--- src/memStage_macros.svh ---
`ifndef MEMSTAGE_MACROS_SVH
`define MEMSTAGE_MACROS_SVH

// BEV set, EXL and IE clear
`define STATUS_RESET 32'h0040_0000

// exception entry points
`define VEC_BOOT   32'hbfc0_0380
`define VEC_NORMAL 32'h8000_0180

// cp0 register numbers
`define CP0_BADVADDR 5'd8
`define CP0_STATUS   5'd12
`define CP0_CAUSE    5'd13
`define CP0_EPC      5'd14

// unmapped segment bases
`define KSEG0_BASE 32'h8000_0000
`define KSEG1_BASE 32'ha000_0000

`endif

--- src/memStagePkg.sv ---
package memStagePkg;

    typedef logic [31:0] word_t;      // data or address word
    typedef logic [4:0]  regAddr_t;   // gpr or cp0 register number

    typedef enum logic [3:0] {
        opNone,
        opLb,
        opLbu,
        opLh,
        opLhu,
        opLw,
        opSb,
        opSh,
        opSw
    } memOp_t;

    typedef enum logic [1:0] {
        cp0None,
        cp0Mfc0,
        cp0Mtc0,
        cp0Eret
    } cp0Op_t;

    // values follow the Cause.ExcCode field
    typedef enum logic [4:0] {
        excInt  = 5'd0,
        excAdel = 5'd4,
        excAdes = 5'd5,
        excNone = 5'd31   // no exception, also used for ERET
    } excCode_t;

    typedef enum logic [1:0] {
        busIdle,
        busAddr,
        busResp
    } busState_t;

endpackage

--- src/memStageReg.sv ---
module memStageReg (
    input  logic                  clk,
    input  logic                  arstN,
    input  logic                  flush,
    input  logic                  wr,
    input  memStagePkg::word_t    exeAluOut,
    input  memStagePkg::word_t    exeOutB,
    input  memStagePkg::word_t    exePc,
    input  memStagePkg::memOp_t   exeMemOp,
    input  memStagePkg::cp0Op_t   exeCp0Op,
    input  memStagePkg::regAddr_t exeCp0Rd,
    input  memStagePkg::regAddr_t exeDst,
    input  logic                  exeRegWr,
    output memStagePkg::word_t    memAluOut,
    output memStagePkg::word_t    memOutB,
    output memStagePkg::word_t    memPc,
    output memStagePkg::memOp_t   memMemOp,
    output memStagePkg::cp0Op_t   memCp0Op,
    output memStagePkg::regAddr_t memCp0Rd,
    output memStagePkg::regAddr_t memDst,
    output logic                  memRegWr
);
    import memStagePkg::*;

    // control fields, a flush turns the stage into a bubble
    always_ff @(posedge clk or negedge arstN) begin
        if (!arstN) begin
            memMemOp <= opNone;
            memCp0Op <= cp0None;
            memRegWr <= 1'b0;
        end else if (flush) begin
            memMemOp <= opNone;
            memCp0Op <= cp0None;
            memRegWr <= 1'b0;
        end else if (wr) begin
            memMemOp <= exeMemOp;
            memCp0Op <= exeCp0Op;
            memRegWr <= exeRegWr;
        end
    end

    always_ff @(posedge clk) begin
        if (wr) begin
            memAluOut <= exeAluOut;
            memOutB   <= exeOutB;
            memPc     <= exePc;
            memCp0Rd  <= exeCp0Rd;
            memDst    <= exeDst;
        end
    end

    // flush beats a hold
    flushWins: assert property (@(posedge clk) disable iff (!arstN)
        flush |=> (memMemOp == opNone) && (memCp0Op == cp0None) && !memRegWr);

endmodule

--- src/byteLaneAlign.sv ---
module byteLaneAlign (
    input  memStagePkg::memOp_t memOp,
    input  logic [1:0]          addrLow,
    input  memStagePkg::word_t  storeData,
    input  memStagePkg::word_t  loadWord,
    output memStagePkg::word_t  wdata,
    output logic [3:0]          wstrb,
    output memStagePkg::word_t  loadData
);
    import memStagePkg::*;

    word_t shifted;   // addressed lane moved down to bit 0

    assign shifted = loadWord >> {addrLow, 3'b000};

    always_comb begin
        wdata = storeData;
        wstrb = 4'b0000;     // loads and non-memory ops write nothing
        case (memOp)
            opSb: begin
                wdata = {4{storeData[7:0]}};
                wstrb = 4'b0001 << addrLow;
            end
            opSh: begin
                wdata = {2{storeData[15:0]}};
                wstrb = addrLow[1] ? 4'b1100 : 4'b0011;
            end
            opSw: wstrb = 4'b1111;
            default: ;
        endcase
    end

    always_comb begin
        case (memOp)
            opLb:    loadData = {{24{shifted[7]}}, shifted[7:0]};
            opLbu:   loadData = {24'b0, shifted[7:0]};
            opLh:    loadData = {{16{shifted[15]}}, shifted[15:0]};
            opLhu:   loadData = {16'b0, shifted[15:0]};
            default: loadData = loadWord;
        endcase
    end

endmodule

--- src/addrMap.sv ---
`include "memStage_macros.svh"

module addrMap (
    input  memStagePkg::word_t  vaddr,
    input  memStagePkg::memOp_t memOp,
    output memStagePkg::word_t  physAddr,
    output logic                addrErr
);
    import memStagePkg::*;

    localparam word_t kseg0Base = `KSEG0_BASE;
    localparam word_t kseg1Base = `KSEG1_BASE;

    logic unmapped;   // kseg0 or kseg1

    assign unmapped = (vaddr[31:29] == kseg0Base[31:29]) ||
                      (vaddr[31:29] == kseg1Base[31:29]);
    assign physAddr = unmapped ? {3'b000, vaddr[28:0]} : vaddr;   // useg and kseg2 as is

    always_comb begin
        case (memOp)
            opLh, opLhu, opSh: addrErr = vaddr[0];
            opLw, opSw:        addrErr = |vaddr[1:0];
            default:           addrErr = 1'b0;
        endcase
    end

endmodule

--- src/cp0Regs.sv ---
`include "memStage_macros.svh"

module cp0Regs (
    input  logic                  clk,
    input  logic                  arstN,
    input  logic [5:0]            interrupt,
    input  memStagePkg::cp0Op_t   cp0Op,
    input  memStagePkg::regAddr_t rdSel,
    input  memStagePkg::word_t    wdata,
    input  logic                  commit,
    input  logic                  excTake,
    input  memStagePkg::excCode_t excCode,
    input  memStagePkg::word_t    excPc,
    input  memStagePkg::word_t    badVAddr,
    output memStagePkg::word_t    rdata,
    output logic                  statusIe,
    output logic                  statusExl,
    output logic                  statusBev,
    output logic [7:0]            statusIm,
    output logic [7:0]            causeIp,
    output memStagePkg::word_t    epc
);
    import memStagePkg::*;

    localparam word_t statusMask = 32'h0040_ff03;   // BEV, IM, EXL, IE

    word_t      status;
    word_t      badVAddrReg;
    logic [5:0] ipHw;       // Cause[15:10]
    logic [1:0] ipSw;       // Cause[9:8]
    excCode_t   causeExc;
    logic       excWr;
    logic       eretWr;
    logic       mtc0Wr;

    assign excWr  = excTake && (excCode != excNone);
    assign eretWr = excTake && (excCode == excNone) && (cp0Op == cp0Eret);
    assign mtc0Wr = commit && (cp0Op == cp0Mtc0);

    always_ff @(posedge clk or negedge arstN) begin
        if (!arstN) begin
            status   <= `STATUS_RESET;
            ipHw     <= '0;
            ipSw     <= '0;
            causeExc <= excInt;
        end else begin
            ipHw <= interrupt;   // sampled every cycle
            if (excWr) begin
                status[1] <= 1'b1;
                causeExc  <= excCode;
            end else if (eretWr) begin
                status[1] <= 1'b0;
            end else if (mtc0Wr) begin
                if (rdSel == `CP0_STATUS)
                    status <= wdata & statusMask;
                if (rdSel == `CP0_CAUSE)
                    ipSw <= wdata[9:8];
            end
        end
    end

    always_ff @(posedge clk) begin
        if (excWr)
            epc <= excPc;
        else if (mtc0Wr && (rdSel == `CP0_EPC))
            epc <= wdata;
        if (excWr && (excCode == excAdel || excCode == excAdes))
            badVAddrReg <= badVAddr;
    end

    assign statusIe  = status[0];
    assign statusExl = status[1];
    assign statusBev = status[22];
    assign statusIm  = status[15:8];
    assign causeIp   = {ipHw, ipSw};

    always_comb begin
        case (rdSel)
            `CP0_STATUS:   rdata = status;
            `CP0_CAUSE:    rdata = {16'b0, causeIp, 1'b0, causeExc, 2'b00};
            `CP0_EPC:      rdata = epc;
            `CP0_BADVADDR: rdata = badVAddrReg;
            default:       rdata = '0;
        endcase
    end

    // the top keeps mtc0 from committing under an exception
    noMtc0OnExc: assert property (@(posedge clk) disable iff (!arstN)
        !(mtc0Wr && excTake));

endmodule

--- src/exceptionUnit.sv ---
`include "memStage_macros.svh"

module exceptionUnit (
    input  memStagePkg::word_t    memPc,
    input  logic                  addrErr,
    input  memStagePkg::memOp_t   memMemOp,
    input  memStagePkg::cp0Op_t   memCp0Op,
    input  logic                  statusIe,
    input  logic                  statusExl,
    input  logic                  statusBev,
    input  logic [7:0]            statusIm,
    input  logic [7:0]            causeIp,
    input  memStagePkg::word_t    epc,
    output logic                  flushException,
    output memStagePkg::excCode_t excCode,
    output memStagePkg::word_t    exceptionVector
);
    import memStagePkg::*;

    logic intPending;
    logic pcErr;      // fetch from a misaligned pc
    logic isStore;
    logic eret;

    assign intPending = statusIe && !statusExl && |(statusIm & causeIp);
    assign pcErr      = |memPc[1:0];
    assign isStore    = memMemOp inside {opSb, opSh, opSw};
    assign eret       = memCp0Op == cp0Eret;

    always_comb begin
        if (intPending)
            excCode = excInt;
        else if (pcErr || (addrErr && !isStore))
            excCode = excAdel;
        else if (addrErr)
            excCode = excAdes;
        else
            excCode = excNone;   // eret lands here too
    end

    assign flushException  = (excCode != excNone) || eret;
    assign exceptionVector = (excCode == excNone) ? epc :
                             (statusBev ? `VEC_BOOT : `VEC_NORMAL);

endmodule

--- src/dataBusMaster.sv ---
module dataBusMaster (
    input  logic               clk,
    input  logic               arstN,
    input  logic               start,
    input  logic               isWrite,
    input  memStagePkg::word_t addr,
    input  memStagePkg::word_t wrData,
    input  logic [3:0]         wrStrb,
    output memStagePkg::word_t rdData,
    output logic               stall,
    output memStagePkg::word_t awaddr,
    output logic               awvalid,
    input  logic               awready,
    output memStagePkg::word_t wdata,
    output logic [3:0]         wstrb,
    output logic               wvalid,
    input  logic               wready,
    input  logic               bvalid,
    output logic               bready,
    output memStagePkg::word_t araddr,
    output logic               arvalid,
    input  logic               arready,
    input  memStagePkg::word_t rdata,
    input  logic               rvalid,
    output logic               rready
);
    import memStagePkg::*;

    busState_t state;
    logic      done;     // response seen, held instruction may leave
    logic      writeQ;
    logic      issue;
    word_t     addrQ;

    assign issue  = (state == busIdle) && start && !done;
    assign stall  = (state != busIdle) || (start && !done);
    assign awaddr = addrQ;
    assign araddr = addrQ;

    always_ff @(posedge clk or negedge arstN) begin
        if (!arstN) begin
            state   <= busIdle;
            done    <= 1'b0;
            writeQ  <= 1'b0;
            awvalid <= 1'b0;
            wvalid  <= 1'b0;
            arvalid <= 1'b0;
            bready  <= 1'b0;
            rready  <= 1'b0;
        end else begin
            case (state)
                busIdle: begin
                    done <= 1'b0;
                    if (issue) begin
                        writeQ  <= isWrite;
                        awvalid <= isWrite;   // aw and w raised together
                        wvalid  <= isWrite;
                        arvalid <= !isWrite;
                        state   <= busAddr;
                    end
                end
                busAddr: begin
                    if (awready)
                        awvalid <= 1'b0;
                    if (wready)
                        wvalid <= 1'b0;
                    if (arready)
                        arvalid <= 1'b0;
                    // aw and w may finish in different cycles
                    if (writeQ ? ((!awvalid || awready) && (!wvalid || wready)) : arready) begin
                        bready <= writeQ;
                        rready <= !writeQ;
                        state  <= busResp;
                    end
                end
                busResp: begin
                    if ((bvalid && bready) || (rvalid && rready)) begin
                        bready <= 1'b0;
                        rready <= 1'b0;
                        done   <= 1'b1;
                        state  <= busIdle;
                    end
                end
                default: state <= busIdle;
            endcase
        end
    end

    always_ff @(posedge clk) begin
        if (issue) begin
            addrQ <= addr;
            wdata <= wrData;
            wstrb <= wrStrb;
        end
        if (rvalid && rready)
            rdData <= rdata;   // read word kept for the done cycle
    end

    awHold: assert property (@(posedge clk) disable iff (!arstN)
        awvalid && !awready |=> awvalid && $stable(awaddr));
    wHold: assert property (@(posedge clk) disable iff (!arstN)
        wvalid && !wready |=> wvalid && $stable(wdata) && $stable(wstrb));
    arHold: assert property (@(posedge clk) disable iff (!arstN)
        arvalid && !arready |=> arvalid && $stable(araddr));

endmodule

--- src/memStage.sv ---
module memStage (
    input  logic                  clk,
    input  logic                  arstN,
    input  logic                  memFlush,
    input  logic                  memWr,
    input  logic [5:0]            interrupt,
    input  memStagePkg::word_t    exeAluOut,
    input  memStagePkg::word_t    exeOutB,
    input  memStagePkg::word_t    exePc,
    input  memStagePkg::memOp_t   exeMemOp,
    input  memStagePkg::cp0Op_t   exeCp0Op,
    input  memStagePkg::regAddr_t exeCp0Rd,
    input  memStagePkg::regAddr_t exeDst,
    input  logic                  exeRegWr,
    output memStagePkg::word_t    memResult,   // forwarded result
    output memStagePkg::regAddr_t memDst,
    output logic                  memRegWr,
    output logic                  memStall,
    output logic                  flushException,
    output memStagePkg::word_t    exceptionVector,
    output memStagePkg::word_t    cp0Epc,
    output memStagePkg::word_t    awaddr,
    output logic                  awvalid,
    input  logic                  awready,
    output memStagePkg::word_t    wdata,
    output logic [3:0]            wstrb,
    output logic                  wvalid,
    input  logic                  wready,
    input  logic                  bvalid,
    output logic                  bready,
    output memStagePkg::word_t    araddr,
    output logic                  arvalid,
    input  logic                  arready,
    input  memStagePkg::word_t    rdata,
    input  logic                  rvalid,
    output logic                  rready
);
    import memStagePkg::*;

    word_t    memAluOut;
    word_t    memOutB;
    word_t    memPc;
    memOp_t   memMemOp;
    cp0Op_t   memCp0Op;
    regAddr_t memCp0Rd;
    logic     regWrQ;        // before exception squash
    word_t    physAddr;
    logic     addrErr;
    word_t    badVAddr;
    word_t    busWdata;
    logic [3:0] busWstrb;
    word_t    readWord;
    word_t    loadData;
    word_t    cp0Rdata;
    logic     statusIe;
    logic     statusExl;
    logic     statusBev;
    logic [7:0] statusIm;
    logic [7:0] causeIp;
    excCode_t excCode;
    logic     isLoad;
    logic     isStore;

    assign isLoad   = memMemOp inside {opLb, opLbu, opLh, opLhu, opLw};
    assign isStore  = memMemOp inside {opSb, opSh, opSw};
    assign memRegWr = regWrQ && !flushException;
    assign badVAddr = (|memPc[1:0]) ? memPc : memAluOut;   // fetch error reports the pc

    always_comb begin
        if (memCp0Op == cp0Mfc0)
            memResult = cp0Rdata;
        else if (isLoad)
            memResult = loadData;
        else
            memResult = memAluOut;
    end

    memStageReg uMemStageReg (
        .clk       (clk),
        .arstN     (arstN),
        .flush     (memFlush),
        .wr        (memWr && !memStall),   // hold while the bus is busy
        .exeAluOut (exeAluOut),
        .exeOutB   (exeOutB),
        .exePc     (exePc),
        .exeMemOp  (exeMemOp),
        .exeCp0Op  (exeCp0Op),
        .exeCp0Rd  (exeCp0Rd),
        .exeDst    (exeDst),
        .exeRegWr  (exeRegWr),
        .memAluOut (memAluOut),
        .memOutB   (memOutB),
        .memPc     (memPc),
        .memMemOp  (memMemOp),
        .memCp0Op  (memCp0Op),
        .memCp0Rd  (memCp0Rd),
        .memDst    (memDst),
        .memRegWr  (regWrQ)
    );

    addrMap uAddrMap (
        .vaddr    (memAluOut),
        .memOp    (memMemOp),
        .physAddr (physAddr),
        .addrErr  (addrErr)
    );

    byteLaneAlign uByteLaneAlign (
        .memOp     (memMemOp),
        .addrLow   (memAluOut[1:0]),
        .storeData (memOutB),
        .loadWord  (readWord),
        .wdata     (busWdata),
        .wstrb     (busWstrb),
        .loadData  (loadData)
    );

    cp0Regs uCp0Regs (
        .clk       (clk),
        .arstN     (arstN),
        .interrupt (interrupt),
        .cp0Op     (memCp0Op),
        .rdSel     (memCp0Rd),
        .wdata     (memOutB),
        .commit    (!flushException && !memStall),
        .excTake   (flushException),
        .excCode   (excCode),
        .excPc     (memPc),
        .badVAddr  (badVAddr),
        .rdata     (cp0Rdata),
        .statusIe  (statusIe),
        .statusExl (statusExl),
        .statusBev (statusBev),
        .statusIm  (statusIm),
        .causeIp   (causeIp),
        .epc       (cp0Epc)
    );

    exceptionUnit uExceptionUnit (
        .memPc           (memPc),
        .addrErr         (addrErr),
        .memMemOp        (memMemOp),
        .memCp0Op        (memCp0Op),
        .statusIe        (statusIe),
        .statusExl       (statusExl),
        .statusBev       (statusBev),
        .statusIm        (statusIm),
        .causeIp         (causeIp),
        .epc             (cp0Epc),
        .flushException  (flushException),
        .excCode         (excCode),
        .exceptionVector (exceptionVector)
    );

    dataBusMaster uDataBusMaster (
        .clk     (clk),
        .arstN   (arstN),
        .start   ((isLoad || isStore) && !flushException),
        .isWrite (isStore),
        .addr    (physAddr),
        .wrData  (busWdata),
        .wrStrb  (busWstrb),
        .rdData  (readWord),
        .stall   (memStall),
        .awaddr  (awaddr),
        .awvalid (awvalid),
        .awready (awready),
        .wdata   (wdata),
        .wstrb   (wstrb),
        .wvalid  (wvalid),
        .wready  (wready),
        .bvalid  (bvalid),
        .bready  (bready),
        .araddr  (araddr),
        .arvalid (arvalid),
        .arready (arready),
        .rdata   (rdata),
        .rvalid  (rvalid),
        .rready  (rready)
    );

endmodule

--- config.mk ---
export PLATFORM = sky130hd
export DESIGN_NAME = memStage
export DESIGN_NICKNAME = d
export VERILOG_FILES = /design/src/memStagePkg.sv /design/src/memStageReg.sv /design/src/byteLaneAlign.sv /design/src/addrMap.sv /design/src/cp0Regs.sv /design/src/exceptionUnit.sv /design/src/dataBusMaster.sv /design/src/memStage.sv
export VERILOG_INCLUDE_DIRS = /design/src
export SDC_FILE = /design/constraint.sdc
export NUM_CORES = 1
export LEC_CHECK = 0
export ABC_AREA = 1
export BUFFER_PORTS_ARGS = -buffer_cell sky130_fd_sc_hd__buf_4
export CORE_MARGIN = 1.5
export CORE_UTILIZATION = 40
export CTS_BUF_LIST = sky130_fd_sc_hd__clkbuf_16
export DETAILED_ROUTE_END_ITERATION = 16
export SETUP_SLACK_MARGIN = 0.4
export SYNTH_ARGS = -nofsm -noshare
export SYNTH_HDL_FRONTEND = slang
export SYNTH_SLANG_ARGS = --single-unit
--- constraint.sdc ---
create_clock -name clk -period 7.3 [get_ports clk]
set_input_delay 1.095 -clock clk [delete_from_list [all_inputs] [get_ports clk]]
set_output_delay 1.095 -clock clk [all_outputs]
set_load 0.02 [all_outputs]
Word-level counts from Yosys, hierarchy flattened
Index checks and enable logic that the tools add are counted.
{"block": "totals", "regBits": 310, "inputBits": 160}
{"block": "classes", "n_eq_ne": 29, "shifts": 2, "muxes": 46, "n_bitwise": 3, "n_reduce_logical": 62}
{"op": "$pmux W32 S4", "n": 2}
{"op": "$mux W32", "n": 6}
{"op": "$pmux W32 S2", "n": 1}
{"op": "$shr A32 B5 Y16", "n": 1}
{"op": "$mux W30", "n": 1}
{"op": "$eq A5 B4 Y1 const B", "n": 4}
{"op": "$logic_and A1 B1 Y1", "n": 19}
{"op": "$eq A4 B3 Y1 const B", "n": 4}
{"op": "$mux W5", "n": 3}
{"op": "$reduce_and A3 Y1", "n": 5}
{"op": "$mux W1", "n": 14}
{"op": "$mux W2", "n": 7}
{"op": "$pmux W1 S2", "n": 7}
{"op": "$mux W4", "n": 3}
{"op": "$pmux W4 S3", "n": 1}
{"op": "$reduce_bool A2 Y1", "n": 6}
{"op": "$eq A5 B3 Y1 const B", "n": 2}
{"op": "$logic_or A1 B1 Y1", "n": 9}
{"op": "$reduce_bool A3 Y1", "n": 3}
{"op": "$and A8 B8 Y8", "n": 1}
{"op": "$eq A4 B2 Y1 const B", "n": 2}
{"op": "$logic_not A1 Y1", "n": 8}
{"op": "$reduce_and A4 Y1", "n": 2}
{"op": "$reduce_or A8 Y1", "n": 1}
{"op": "17 further kinds", "n": 30}

Depth between registers and ports, before layout
Gate-level depths: netlist of the first run.
{"block": "depth", "word_depth": 19, "ltp_mapped": 13, "mapped_depth_nobuf": 12}

By module
A second synthesis of the first run with hierarchy kept.
{"block": "unflattened", "cells_unflattened": 1507, "hier_area_um2": 15068.2}
{"mod": "cp0Regs", "n_inst": 1, "cells_per_inst": 413, "area_each_um2": 4119.0}
{"mod": "dataBusMaster", "n_inst": 1, "cells_per_inst": 197, "area_each_um2": 3719.8}
{"mod": "memStageReg", "n_inst": 1, "cells_per_inst": 137, "area_each_um2": 3480.8}
{"mod": "byteLaneAlign", "n_inst": 1, "cells_per_inst": 283, "area_each_um2": 1512.7}
{"mod": "memStage", "n_inst": 1, "cells_per_inst": 325, "area_each_um2": 1427.6}
{"mod": "exceptionUnit", "n_inst": 1, "cells_per_inst": 102, "area_each_um2": 506.7}
{"mod": "addrMap", "n_inst": 1, "cells_per_inst": 50, "area_each_um2": 301.5}

Worst setup path before layout of the first run
Ideal clock, no wire load.
{"block": "synth_timing", "path_type": "flip-flop to flip-flop", "start": "reg uMemStageReg.memMemOp[0]", "end": "reg uMemStageReg.memAluOut[0] (enable)", "setup_time_ps": 459, "arrival_time_ps": 3298, "t_required_ps": 6841, "setup_slack_ps": 3543, "path_stages_with_launch": 10, "path_buffers": 0, "synth_period_minus_slack_ps": 3757, "path_cell_list": "dfrtp_1 -> inv_1 -> nand2_1 -> nand2_1 -> nand2_1 -> nor2_2 -> a21oi_2 -> nand3_2 -> nand3_2 -> inv_1"}
{"block": "synth_via", "elab_chain_len": 15}
{"item": "start: declaration", "line_no": "memStageReg.sv:17", "rtl": "output memStagePkg::memOp_t memMemOp,"}
{"item": "start signal: assignment", "line_no": "memStageReg.sv:28", "rtl": "memMemOp <= opNone;"}
{"item": "start signal: assignment", "line_no": "memStageReg.sv:32", "rtl": "memMemOp <= opNone;"}
{"item": "start signal: assignment", "line_no": "memStageReg.sv:36", "rtl": "memMemOp <= exeMemOp;"}
{"item": "$eq A4 B2 Y1 (tied with other cells)", "line_no": "addrMap.sv:21, memStage.sv:64"}
{"item": "$reduce_or A3 Y1 (tied with other cells)", "line_no": "addrMap.sv:21", "rtl": "case (memOp)"}
{"item": "$pmux W1 S2 / $logic_not A1 Y1 (equally long branches)", "line_no": "addrMap.sv:21, exceptionUnit.sv:33"}
{"item": "$logic_and A1 B1 Y1", "line_no": "exceptionUnit.sv:33", "rtl": "else if (pcErr || (addrErr && !isStore))"}
{"item": "$logic_or A1 B1 Y1", "line_no": "exceptionUnit.sv:33"}
{"item": "$mux W5", "line_no": "exceptionUnit.sv:33"}
{"item": "$mux W5", "line_no": "exceptionUnit.sv:31", "rtl": "if (intPending)"}
{"item": "$ne A5 B5 Y1", "line_no": "exceptionUnit.sv:41", "rtl": "assign flushException = (excCode != excNone) || eret;"}
{"item": "$logic_or A1 B1 Y1", "line_no": "exceptionUnit.sv:41"}
{"item": "$logic_not A1 Y1", "line_no": "memStage.sv:158", "rtl": ".start ((isLoad || isStore) && !flushException),"}
{"item": "$logic_and A1 B1 Y1 (*)", "line_no": "memStage.sv:158"}
{"item": "$logic_and A1 B1 Y1 (*)", "line_no": "dataBusMaster.sv:36", "rtl": "assign stall = (state != busIdle) || (start && !done);"}
{"item": "$logic_or A1 B1 Y1 (*)", "line_no": "dataBusMaster.sv:36"}
{"item": "$logic_not A1 Y1 (*)", "line_no": "memStage.sv:82", "rtl": ".wr (memWr && !memStall),"}
{"item": "$logic_and A1 B1 Y1 (*)", "line_no": "memStage.sv:82"}
{"item": "named net uMemStageReg.wr", "line_no": "memStageReg.sv:5", "rtl": "input logic wr,"}
{"item": "end signal: assignment", "line_no": "memStageReg.sv:44", "rtl": "memAluOut <= exeAluOut;"}
{"item": "end: declaration", "line_no": "memStageReg.sv:14", "rtl": "output memStagePkg::word_t memAluOut,"}
The timed path passes the listed nets; every way through them passes the cells marked *.
A chain may end at the register's enable or synchronous reset.

Worst setup path after layout of the first run
{"block": "layout_timing", "start": "reg uMemStageReg.memMemOp[3]", "end": "out exceptionVector[29]"}
{"block": "layout_via", "elab_chain_len": 9}
{"item": "$eq A4 B2 Y1 (tied with other cells)", "line_no": "addrMap.sv:21"}
{"item": "$reduce_or A3 Y1 (tied with other cells)", "line_no": "addrMap.sv:21"}
{"item": "$pmux W1 S2 / $logic_not A1 Y1 (equally long branches)", "line_no": "addrMap.sv:21, exceptionUnit.sv:33"}
{"item": "$logic_and A1 B1 Y1", "line_no": "exceptionUnit.sv:33"}
{"item": "$logic_or A1 B1 Y1", "line_no": "exceptionUnit.sv:33"}
{"item": "$mux W5 (*)", "line_no": "exceptionUnit.sv:33"}
{"item": "$mux W5 (*)", "line_no": "exceptionUnit.sv:31"}
{"item": "$eq A5 B5 Y1 (*)", "line_no": "exceptionUnit.sv:42", "rtl": "assign exceptionVector = (excCode == excNone) ? epc :"}
{"item": "$mux W32 (*)", "line_no": "exceptionUnit.sv:42"}
{"item": "end: declaration", "line_no": "memStage.sv:20", "rtl": "output memStagePkg::word_t exceptionVector,"}
Mark *: on every way between the ends. The rest lies on a longest branch, timed or not.

==> results of run 1 <==
per-layer routing:
layer / global-route usage, % / part of all wire [%] / vias to the layer above / routed length, um
met5: 0 / 0 / - / 0
met3: 4.841 / 7.3 / 83 / 3145
li1: - / - / 4731 / -
met4: 8.623 / 3.3 / 0 / 1443
met2: 42.55 / 48 / 441 / 20690
met1: 33.46 / 42 / 4850 / 18020
report_power, final:
| group | total (uW) | internal (uW) | switching [uW] | leakage [uW] |
|---|---|---|---|---|
| registers | 2640 | 2410 | 227 | 0.00306 |
| logic | 1990 | 655 | 1330 | 0.00365 |
| clock network | 1630 | 918 | 712 | 0.000541 |
through the flow:
| stage | instances | instance area [um^2] | total power [uW] | utilization, % |
|---|---|---|---|---|
| after floorplan | 1171 | 13140 | 3706 | - |
| after global placement | 1915 | 16150 | 4650 | 49.78 |
| after detailed placement | 1915 | 16150 | 4668 | 49.78 |
| after CTS | 1977 | 17210 | 6303 | 53.03 |
| after global routing | 1977 | 17210 | 6551 | 53.03 |
| final | 1977 | 17210 | 6258 | 53.03 |
cell usage after synthesis (16+ instances only):
| cell type | instances |
|---|---|
| o221ai_1 | 26 |
| inv_1 | 136 |
| buf_4 | 33 |
| a221oi_1 | 16 |
| nor2_1 | 48 |
| edfxtp_1 | 270 |
| o211ai_1 | 23 |
| a21oi_1 | 22 |
| o21ai_0 | 149 |
| nand3_1 | 31 |
| clkbuf_1 | 40 |
| dfrtp_1 | 37 |
| nand2_1 | 284 |
how the worst max path moves through the flow:
stage	to	slack, ns
after floorplan	uMemStageReg.memAluOut[0]	3.54
after global placement	exceptionVector[29]	3.29
after detailed placement	exceptionVector[29]	3.25
after CTS	exceptionVector[29]	2.64
after global routing	exceptionVector[29]	2.40
final	exceptionVector[29]	2.67
cells by family (layout without fill, tap and decap cells):
kind of cell               after synthesis  in the layout  synth area share, %
AOI/OAI and AO/OA                      251            251                11.43
adders and majority gates                3              3               0.2858
DFF                                    308            308                68.97
buffers and inverters                  219            583                7.258
and+or+nand+nor                        390            390                12.06
cells in the final DEF, fill, tap and decap left out, types with 2 or more instances in the layout:
master,Yosys,routed
a21oi_1,22,22
nand2_2,2,2
a22oi_1,5,5
o221ai_1,26,26
ha_1,3,3
o31ai_1,3,3
nand2_1,284,284
nor3_2,0,2
buf_4,33,383
clkinv_1,0,6
nand4_1,12,12
nor2_1,48,47
nor4_1,2,2
a221oi_1,16,16
inv_1,136,143
edfxtp_1,270,270
nand3_1,31,31
o211ai_1,23,23
nor2_4,1,3
inv_2,2,2
dfrtp_1,37,37
o22ai_1,3,3
inv_6,0,2
clkinvlp_4,0,3
nor2_2,5,4
nand3_2,3,3
clkbuf_16,0,35
o21ai_1,2,2
clkinv_2,0,4
clkinv_4,0,2
o21ai_0,149,149
worst max-delay path: stages (launching register included):
cell,delay [ns]
dfrtp_1,0.43
nor2_2,0.22
nand2_1,0.37
nand3_1,0.19
nand2_1,0.09
nand2_1,0.16
inv_1,0.09
nand2_2,0.57
nand2_1,0.42
o21ai_0,0.26
buf_4,0.21
registers in the layout, indices dropped and copies added (netlist names), 2 cells and up:
name / flops
uCp0Regs.ipSw: 2
uCp0Regs.ipHw: 6
uMemStageReg.memMemOp: 4
uCp0Regs.causeExc: 3
uDataBusMaster.araddr: 32
uCp0Regs.status: 11
uDataBusMaster.wstrb: 4
uMemStageReg.memPc: 32
uMemStageReg.memCp0Op: 2
uCp0Regs.epc: 32
uMemStageReg.memAluOut: 32
uDataBusMaster.wdata: 32
uCp0Regs.badVAddrReg: 32
uMemStageReg.memCp0Rd: 5
uDataBusMaster.state: 2
uMemStageReg.memOutB: 32
uMemStageReg.memDst: 5
uDataBusMaster.rdData: 32
layout make-up:
class	instances	area, um^2
clock inverters	27	180.2
multi-input cells	644	3146
clock buffers	35	875.8
repair buffers	383	2875
well taps	442	553.0
fillers	2945	15240
inverters	138	520.5
flip-flops and latches	308	9060
==> load_flow_metrics.sql, run 1 <==
INSERT INTO impl_metrics (metric_group, metric, value, unit) VALUES
('run_status', 'outcome', 'finished, final reports clean', ''),
('die', 'std_cell_rows', '66', ''),
('sta', 'finalSetupTns', '0', 'ns'),
('global_routing', 'first_global_vias', '10010', ''),
('clock_tree', 'h_tree_level_count', '2', ''),
('layout', 'layout-drive-gt1-share', '29.32', '%'),
('critical_path', 'worst-r2r-cell-count', '8', ''),
('detailed_routing', 'detail_route.drc_violations', '0', ''),
('min_path', 'worstHoldPathType', 'register to register', ''),
('power_and_ir_drop', 'static-leakage-power', '0.007254', 'uW'),
('critical_path', 'cp_max_fo', '34', ''),
('yosys', 'syn_inst', '1171', ''),
('critical_path', 'start_kind', 'register', ''),
('detailed_routing', 'route.detailed.vias_per_inst', '5.111', ''),
('layout', 'areaGrowthSynthToFinish', '31.01', '%'),
('sta', 'worst_slew_margin_rel', '25.65', '%'),
('die', 'floorplan.core_area', '0.03245', 'mm^2'),
('yosys', 'post_synth_edffs', '270', ''),
('yosys', 'async_flop_share', '12.34', '%'),
('clock_tree', 'clockRootBuffer', 'clkbuf_16', ''),
('layout', 'nNetsFinal', '1673', ''),
('detailed_routing', 'via_count', '10110', ''),
('clock_tree', 'numClockSinks', '308', ''),
('clock_tree', 'post_cts_hold_buffer_count', '0', ''),
('critical_path', 'timing.critical_path.to_type', 'output pin', ''),
('critical_path', 'rr_endpoint', 'uDataBusMaster.wdata[9]', ''),
('clock_tree', 'clock_insertion_delay_worst_skew', '0.52', 'ns'),
('yosys', 'synth.top_cell.area_share', '61.72', '%'),
('sta', 'timing.clock.skew', '0.01863', 'ns'),
('layout', 'insertedDiodeCount', '0', ''),
('yosys', 'flip_flop_cell_with_the_highest_count_after_synthesis', 'edfxtp_1', ''),
('clock_tree', 'max-clock-path-buffers', '3', ''),
('sta', 'final_worst_setup_slack', '2.673', 'ns'),
('job', 'maxCapViolations', '0', ''),
('critical_path', 'timing_worst_setup_path_type', 'register to output pin', ''),
('yosys', 'yosys_warnings', '0', ''),
('clock_tree', 'postCtsSetupRepairBufs', '0', ''),
('critical_path', 'timing.critical_path.required', '6.20', 'ns'),
('global_routing', 'grt_util_all_layers', '25.51', '%'),
('global_routing', 'grt_remaining_overflow', '0', ''),
('sta', 'holdWs', '0.4945', 'ns'),
('detailed_routing', 'total_routed_wirelength', '43300', 'um'),
('placement', 'numPortBuffers', '368', ''),
('placement', 'place_ws', '3.254', 'ns'),
('die', 'initial_utilization', '40.48', '%'),
('yosys', 'yosys_register_bits', '308', ''),
('min_path', 'hold_path_end', 'uDataBusMaster.arvalid', ''),
('detailed_routing', 'dr.first_iter.drc_count', '844', ''),
('detailed_routing', 'drt_pass1_iterations', '5', ''),
('power_and_ir_drop', 'irDropWorstVdd', '0.2233', 'mV'),
('clock_tree', 'path_clk_slew', '0.06', 'ns'),
('clock_tree', 'postCtsResizedCells', '0', ''),
('sta', 'hold_violations', '0', ''),
('sta', 'layout_worst_path_cycle_share', '63.38', '%'),
('sta', 'finalSetupViolCount', '0', ''),
('yosys', 'synth_area_per_cell', '11.22', 'um^2'),
('critical_path', 'critPathArrivalTime', '3.53', 'ns'),
('yosys', 'synth_nets', '1334', ''),
('die', 'chipHeight', '184.2', 'um'),
('die', 'die_area', '0.03394', 'mm^2'),
('sta', 'unrepaired_setup_endpoints_after_global_routing', 'false', ''),
('critical_path', 'critical_path.startpoint', 'uMemStageReg.memMemOp[3]', ''),
('global_routing', 'grt_start_max_net_pins', '79', ''),
('die', 'io-pin-count', '369', ''),
('detailed_routing', 'route.antenna.remaining_nets', '0', ''),
('sta', 'min_period', '4.627', 'ns'),
('global_routing', 'grt_antenna_before_repair', '0', ''),
('critical_path', 'crit-reg2reg-launch', 'uMemStageReg.memMemOp[3]', ''),
('yosys', 'post-synth-top-area-cell', 'edfxtp_1', ''),
('yosys', 'synth_cell_types', '31', ''),
('min_path', 'count_of_cells_along_the_worst_hold_path', '2', '');
(Power assumes the default switching activity.)
==> inputs of run 2 (changes only) <==
==> constraint.sdc (replaced) <==
create_clock -name clk -period 4.8 [get_ports clk]
set_input_delay 0.72 -clock clk [delete_from_list [all_inputs] [get_ports clk]]
set_output_delay 0.72 -clock clk [all_outputs]
set_load 0.02 [all_outputs]
==> load_flow_metrics.sql, run 2 (synthesis gave the netlist of run 1 again) <==
INSERT INTO impl_metrics (metric_group, metric, value, unit) VALUES
('clock_tree', 'clockRootBuffer', 'clkbuf_16', ''),
('detailed_routing', 'dr.first_iter.drc_count', '1006', ''),
('global_routing', 'grt_first_pass_wirelength', '63250', 'um'),
('critical_path', 'critical_path.startpoint', 'uMemStageReg.memMemOp[3]', ''),
('power_and_ir_drop', 'clock_power_share', '27.9', '%'),
('clock_tree', 'numClockSinks', '308', ''),
('clock_tree', 'cts_inserted_buffers', '35', ''),
('placement', 'detailed_place_hpwl', '33040', 'um'),
('global_routing', 'grt_remaining_overflow', '0', ''),
('layout', 'layout-drive-gt1-share', '29.87', '%'),
('min_path', 'worstHoldPathType', 'primary input to asynchronous set/reset pin', ''),
('die', 'std_cell_rows', '66', ''),
('sta', 'hold_violations', '0', ''),
('sta', 'layout_worst_path_cycle_share', '84.80', '%'),
('die', 'initial_utilization', '40.48', '%'),
('layout', 'nNetsFinal', '1680', ''),
('detailed_routing', 'detail_route.wl_per_cell', '22.21', 'um'),
('global_routing', 'grt_util_all_layers', '25.67', '%'),
('sta', 'finalSetupTns', '0', 'ns'),
('sta', 'timing.clock.skew', '0.02217', 'ns'),
('detailed_routing', 'total_routed_wirelength', '44020', 'um'),
('sta', 'fmax', '245.7', 'MHz'),
('power_and_ir_drop', 'reg_power_share', '40.9', '%'),
('critical_path', 'start_kind', 'register', ''),
('critical_path', 'rr_endpoint', 'uCp0Regs.status[12]', ''),
('critical_path', 'cp_max_fo', '21', ''),
('clock_tree', 'post_cts_hold_buffer_count', '0', ''),
('critical_path', 'timing.critical_path.to_type', 'output pin', ''),
('critical_path', 'reg_to_reg_setup_timing_slack', '1.16', 'ns'),
('clock_tree', 'max-clock-path-buffers', '3', ''),
('layout', 'insertedDiodeCount', '0', ''),
('layout', 'most_frequent_standard_cell_in_the_layout_excluding_fill_and_tap_cells', 'buf_4', ''),
('critical_path', 'cp-endpoint', 'memRegWr', ''),
('die', 'chipHeight', '184.2', 'um'),
('sta', 'min_period', '4.070', 'ns'),
('sta', 'worst_slew_margin_rel', '29.91', '%'),
('layout', 'areaGrowthSynthToFinish', '32.26', '%'),
('clock_tree', 'postCtsSetupRepairBufs', '0', ''),
('detailed_routing', 'route.antenna.remaining_nets', '0', ''),
('power_and_ir_drop', 'internal-power', '6341', 'uW'),
('sta', 'finalSetupViolCount', '0', ''),
('global_routing', 'grt_antenna_before_repair', '1', ''),
('die', 'floorplan.core_area', '0.03245', 'mm^2'),
('detailed_routing', 'detail_route.drc_violations', '0', ''),
('power_and_ir_drop', 'irDropWorstVdd', '0.3648', 'mV'),
('global_routing', 'first_global_vias', '10060', ''),
('critical_path', 'crit-reg2reg-launch', 'uMemStageReg.memMemOp[0]', ''),
('detailed_routing', 'drt_pass1_iterations', '6', ''),
('sta', 'final_max_slew_viol_count', '0', ''),
('critical_path', 'timing.critical_path.required', '4.08', 'ns'),
('run_status', 'outcome', 'finished, final reports clean', ''),
('clock_tree', 'postCtsResizedCells', '0', ''),
('power_and_ir_drop', 'p_sw_share', '35.50', '%'),
('clock_tree', 'path_clk_slew', '0.06', 'ns'),
('power_and_ir_drop', 'total_switching_power', '3490', 'uW'),
('power_and_ir_drop', 'combinationalPowerShare', '31.2', '%'),
('power_and_ir_drop', 'power-per-cell-area', '565.8', 'mW/mm^2'),
('layout', 'most-common-layout-cells', 'buf_4 (390), nand2_1 (284), edfxtp_1 (270), o21ai_0 (149), inv_1 (141)', ''),
('detailed_routing', 'route.detailed.vias_per_inst', '5.177', ''),
('clock_tree', 'tritoncts', 'done', ''),
('power_and_ir_drop', 'power.total', '9831', 'uW'),
('sta', 'tightestPinTransition', '1.050', 'ns'),
('power_and_ir_drop', 'static-leakage-power', '0.007339', 'uW'),
('detailed_routing', 'via_count', '10260', ''),
('die', 'die_w', '184.2', 'um'),
('global_routing', 'grt_start_max_net_pins', '61', ''),
('clock_tree', 'clock_insertion_delay_worst_skew', '0.52', 'ns'),
('job', 'maxCapViolations', '0', ''),
('clock_tree', 'h_tree_level_count', '2', ''),
('critical_path', 'timing_worst_setup_path_type', 'register to output pin', ''),
('sta', 'unrepaired_setup_endpoints_after_global_routing', 'false', ''),
('die', 'io-pin-count', '369', ''),
('placement', 'gp_weighted_congestion', '0.9050', ''),
('die', 'die_area', '0.03394', 'mm^2'),
('placement', 'numPortBuffers', '368', ''),
('critical_path', 'worst-r2r-cell-count', '12', ''),
('critical_path', 'critPathArrivalTime', '3.35', 'ns');
-- run 2: cell count changes in the layout (fill, tap and decap cells not counted) --
cell / delta
buf_4: +7
bufinv_16: +5
clkinv_1: -3
clkinv_2: +1
clkinv_4: -2
clkinvlp_4: -1
inv_1: -2
-- run 2: cell type report --
type,count,area [um^2]
fillers,2847,15080
flip-flops and latches,308,9060
multi-input cells,644,3146
repair buffers,390,2928
clock buffers,35,875.8
well taps,442,553.0
inverters,138,520.5
clock inverters,25,291.5
-- run 2: critical path, stage by stage, from the launching register on --
cell	delay, ns
dfrtp_1	0.44
nor2_2	0.24
nand2_1	0.43
nand3_1	0.26
nand2_1	0.08
nand2_1	0.20
inv_1	0.10
nand2_2	0.27
buf_4	0.38
nor2_1	0.14
inv_1	0.10
nor2_1	0.04
buf_4	0.15
-- run 2: power by group through the flow --
stage               registers (uW)  logic, uW  clock network (uW)
floorplan                     4160       1480                   0
global placement              4060       3040                   0
detailed placement            4060       3070                   0
CTS                           4010       3080                2790
global route                  4070       3310                2900
finish                        4020       3070                2740
-- run 2: routing by layer --
layer	vias up	global-route usage (%)	share of wire, %
met2	482	42.86	48
met4	2	7.934	2.7
met3	69	5.987	8.3
met1	4968	33.20	41
met5	-	0	0.027
li1	4739	-	-
-- run 2: stage by stage --
step                cell area, um^2  setup slack (ns)  hold slack, ns  util, %  std cells
global route                  17370            0.4872          0.2122    53.54       1982
global placement              16210             1.153          0.4608    49.94       1922
finish                        17370            0.7296          0.1756    53.54       1982
floorplan                     13140             1.043          0.4244        -       1171
detailed placement            16210             1.170          0.4710    49.94       1922
CTS                           17370            0.7298          0.1906    53.54       1982
-- run 2: how the worst min path moves through the flow --
stage | to | slack (ns) | cells past startpoint
after global routing | uDataBusMaster.state[1] | 0.21 | 1
after floorplan | uCp0Regs.causeExc[0] | 0.42 | 0
after CTS | uDataBusMaster.bready | 0.19 | 1
final | uDataBusMaster.done | 0.18 | 1
after detailed placement | uCp0Regs.status[22] | 0.47 | 2
after global placement | uDataBusMaster.arvalid | 0.46 | 2
==> inputs of run 3 (changes only) <==
--- a/config.mk
+++ b/config.mk
@@ -6,12 +6,13 @@
 export SDC_FILE = /design/constraint.sdc
 export NUM_CORES = 1
 export LEC_CHECK = 0
-export ABC_AREA = 1
+export ABC_AREA = 0
 export BUFFER_PORTS_ARGS = -buffer_cell sky130_fd_sc_hd__buf_4
 export CORE_MARGIN = 1.5
 export CORE_UTILIZATION = 40
 export CTS_BUF_LIST = sky130_fd_sc_hd__clkbuf_16
 export DETAILED_ROUTE_END_ITERATION = 16
+export PLACE_DENSITY = 0.66
 export SETUP_SLACK_MARGIN = 0.4
 export SYNTH_ARGS = -nofsm -noshare
 export SYNTH_HDL_FRONTEND = slang
==> constraint.sdc (replaced) <==
create_clock -name clk -period 3.6 [get_ports clk]
set_input_delay 0.54 -clock clk [delete_from_list [all_inputs] [get_ports clk]]
set_output_delay 0.54 -clock clk [all_outputs]
set_load 0.02 [all_outputs]
==> load_flow_metrics.sql, run 3 <==
INSERT INTO impl_metrics (metric_group, metric, value, unit) VALUES
('die', 'die_area', '0.03449', 'mm^2'),
('sta', 'layout_worst_path_cycle_share', '91.64', '%'),
('die', 'io-pin-count', '369', ''),
('placement', 'gp_weighted_congestion', '0.9056', ''),
('min_path', 'worstHoldPathType', 'primary input to asynchronous set/reset pin', ''),
('yosys', 'synth_cell_types', '63', ''),
('clock_tree', 'cts_inserted_buffers', '36', ''),
('critical_path', 'timing.critical_path.to_type', 'output pin', ''),
('detailed_routing', 'via_count', '9407', ''),
('yosys', 'yosys_warnings', '0', ''),
('sta', 'timing.clock.skew', '0.02015', 'ns'),
('clock_tree', 'post_cts_hold_buffer_count', '0', ''),
('clock_tree', 'tritoncts', 'done', ''),
('yosys', 'flip_flop_cell_with_the_highest_count_after_synthesis', 'edfxtp_1', ''),
('global_routing', 'grt_util_all_layers', '24.81', '%'),
('sta', 'hold_violations', '0', ''),
('clock_tree', 'clock_insertion_delay_worst_skew', '0.53', 'ns'),
('critical_path', 'cp_max_fo', '14', ''),
('yosys', 'synth.top_cell.area_share', '60.72', '%'),
('detailed_routing', 'detail_route.drc_violations', '0', ''),
('critical_path', 'start_kind', 'register', ''),
('yosys', 'post-synth-top-area-cell', 'edfxtp_1', ''),
('global_routing', 'grt_first_pass_wirelength', '61090', 'um'),
('layout', 'most-common-layout-cells', 'buf_4 (408), edfxtp_1 (270), mux2_2 (97), nand2_1 (55), clkbuf_16 (37)', ''),
('global_routing', 'grt_start_max_net_pins', '47', ''),
('yosys', 'synth.top_cells.by_count', 'edfxtp_1 (270), mux2_2 (97), nand2_1 (56)', ''),
('run_status', 'outcome', 'finished, final reports clean', ''),
('sta', 'min_period', '3.299', 'ns'),
('yosys', 'synth.area.top_cells', 'edfxtp_1 (61%), mux2_2 (8.2%), dfrtp_1 (6.9%)', ''),
('clock_tree', 'clockRootBuffer', 'clkbuf_16', ''),
('power_and_ir_drop', 'irDropWorstVdd', '0.3509', 'mV'),
('yosys', 'yosys_register_bits', '308', ''),
('layout', 'multi_input_comb_area', '0.004003', 'mm^2'),
('critical_path', 'critPathArrivalTime', '2.76', 'ns'),
('clock_tree', 'max-clock-path-buffers', '3', ''),
('layout', 'areaGrowthSynthToFinish', '35.70', '%'),
('global_routing', 'first_global_vias', '9090', ''),
('yosys', 'syn_inst', '890', ''),
('critical_path', 'timing_worst_setup_path_type', 'register to output pin', ''),
('sta', 'tightestPinTransition', '1.068', 'ns'),
('placement', 'numPortBuffers', '368', ''),
('sta', 'finalSetupViolCount', '0', ''),
('die', 'floorplan.core_area', '0.03270', 'mm^2'),
('sta', 'unrepaired_setup_endpoints_after_global_routing', 'true', ''),
('detailed_routing', 'route.antenna.remaining_nets', '0', ''),
('layout', 'layout-drive-gt1-share', '49.15', '%'),
('detailed_routing', 'drt_pass1_iterations', '8', ''),
('global_routing', 'grt_antenna_before_repair', '0', ''),
('layout', 'sequential_cell_area', '0.009064', 'mm^2'),
('placement', 'detailed_place_hpwl', '31200', 'um'),
('detailed_routing', 'dr.first_iter.drc_count', '738', ''),
('yosys', 'async_flop_share', '12.34', '%'),
('yosys', 'synth_area_per_cell', '15.00', 'um^2'),
('job', 'maxCapViolations', '0', ''),
('yosys', 'synth_nets', '1053', ''),
('detailed_routing', 'route.detailed.vias_per_inst', '5.419', ''),
('clock_tree', 'path_clk_slew', '0.06', 'ns'),
('layout', 'layout.cell_area.non_filler', '0.01812', 'mm^2'),
('layout', 'most_frequent_standard_cell_in_the_layout_excluding_fill_and_tap_cells', 'buf_4', ''),
('power_and_ir_drop', 'power-per-cell-area', '420.0', 'mW/mm^2'),
('die', 'std_cell_rows', '66', ''),
('layout', 'layout.filler_cells', '2743', ''),
('detailed_routing', 'total_routed_wirelength', '43510', 'um'),
('sta', 'finalSetupTns', '0', 'ns'),
('layout', 'nNetsFinal', '1430', ''),
('clock_tree', 'h_tree_level_count', '2', ''),
('placement', 'placed_cell_area', '0.01656', 'mm^2'),
('yosys', 'mapped_area', '0.01335', 'mm^2'),
('detailed_routing', 'detail_route.wl_per_cell', '25.06', 'um'),
('die', 'initial_utilization', '40.83', '%'),
('layout', 'insertedDiodeCount', '0', ''),
('yosys', 'post_synth_edffs', '270', ''),
('sta', 'fmax', '303.1', 'MHz'),
('die', 'die_w', '185.7', 'um'),
('power_and_ir_drop', 'static-leakage-power', '0.006977', 'uW'),
('die', 'chipHeight', '185.7', 'um'),
('global_routing', 'grt_remaining_overflow', '0', ''),
('yosys', 'synth_most_common_cell', 'edfxtp_1', ''),
('yosys', 'synth_seq_area_share', '67.85', '%'),
('sta', 'worst_slew_margin_rel', '28.67', '%'),
('clock_tree', 'numClockSinks', '308', ''),
('critical_path', 'worst-r2r-cell-count', '7', ''),
('sta', 'final_max_slew_viol_count', '0', ''),
('critical_path', 'timing.critical_path.required', '3.06', 'ns');
==> run 3: changes by cell type after synthesis, moves of 16 or more <==
cell,change
a222oi_1,+16
and2_1,+24
inv_1,-123
mux2_2,+97
mux2i_1,+27
nand2_1,-228
nand2b_1,+25
nand3_1,-28
nor2_1,-30
o21ai_0,-118
o221ai_1,-17
o22ai_1,+21
==> run 3: path summary, 6_finish.rpt <==
path | start | endpoint | slack [ns]
setup / recovery | uMemStageReg.memAluOut[0] | memResult[17] | 0.30
hold / removal | arstN | uMemStageReg.memMemOp[2] | 0.002
setup reg to reg | uMemStageReg.memMemOp[1] | uMemStageReg.memAluOut[1] | 0.77
hold reg to reg | uMemStageReg.memAluOut[28] | uDataBusMaster.araddr[28] | 0.47
max in group asynchronous | arstN | uCp0Regs.status[8] | 3.20
min in group clk | interrupt[4] | uCp0Regs.ipHw[4] | 0.11
==> run 3: layout make-up <==
| class | count | share of cell area (%) |
|---|---|---|
| flip-flops and latches | 308 | 50.02 |
| multi-input cells | 486 | 22.09 |
| repair buffers | 422 | 18.11 |
| clock buffers | 37 | 5.110 |
| well taps | 442 | 3.052 |
| clock inverters | 28 | 1.353 |
| inverters | 13 | 0.2693 |
==> run 3: metrics by stage <==
stage	power (uW)	hold slack, ns	setup WS (ns)	cells	util (%)
2_1_floorplan	3944	0.2444	-0.1213	890	-
4_1_cts	7679	0.005831	0.3024	1724	54.80
6_report	7611	0.001566	0.3010	1736	55.41
3_3_place_gp	4088	0.4644	0.1013	1653	50.62
5_1_grt	7809	0.03448	0.2460	1736	55.41
3_5_place_dp	4090	0.4560	0.3856	1653	50.64
==> run 3: repair_timing <==
item	CTS	global route
pin swaps	4	8
gates resized for setup	32	23
endpoints found under the setup margin	67	63
endpoints found under the hold margin	0	0
buffers inserted	6	12
==> run 3: where the power goes <==
group | total, uW | internal, uW | switching [uW]
Combinational | 151 | 110 | 40.4
Sequential | 3860 | 3860 | 1.86
Clock | 3600 | 2110 | 1490
==> run 3: cells by family (layout without fill, tap and decap cells) <==
kind of cell / Yosys count / after routing / share of synthesized area (%)
muxes: 127 / 127 / 10.65
and+or+nand+nor: 169 / 169 / 6.859
AOI/OAI and AO/OA: 186 / 186 / 10.22
buffers and inverters: 96 / 500 / 4.057
DFF: 308 / 308 / 67.85
adders and majority gates: 4 / 4 / 0.3561
==> run 3: per-layer routing <==
layer / up-vias / routed length [um] / track usage, %
met5: - / 0 / 0
met4: 0 / 1140 / 6.903
met3: 62 / 3490 / 4.598
met2: 474 / 21050 / 41.34
met1: 4690 / 17830 / 33.17
li1: 4181 / - / -
==> run 3: critical path, stage by stage (launching register included) <==
cell and delay [ns]:
edfxtp_1 0.38, buf_6 0.15, mux2i_1 0.15, mux4_2 0.52
o41ai_4 0.26, buf_6 0.21, a21oi_1 0.11, o22ai_1 0.25
buf_4 0.20
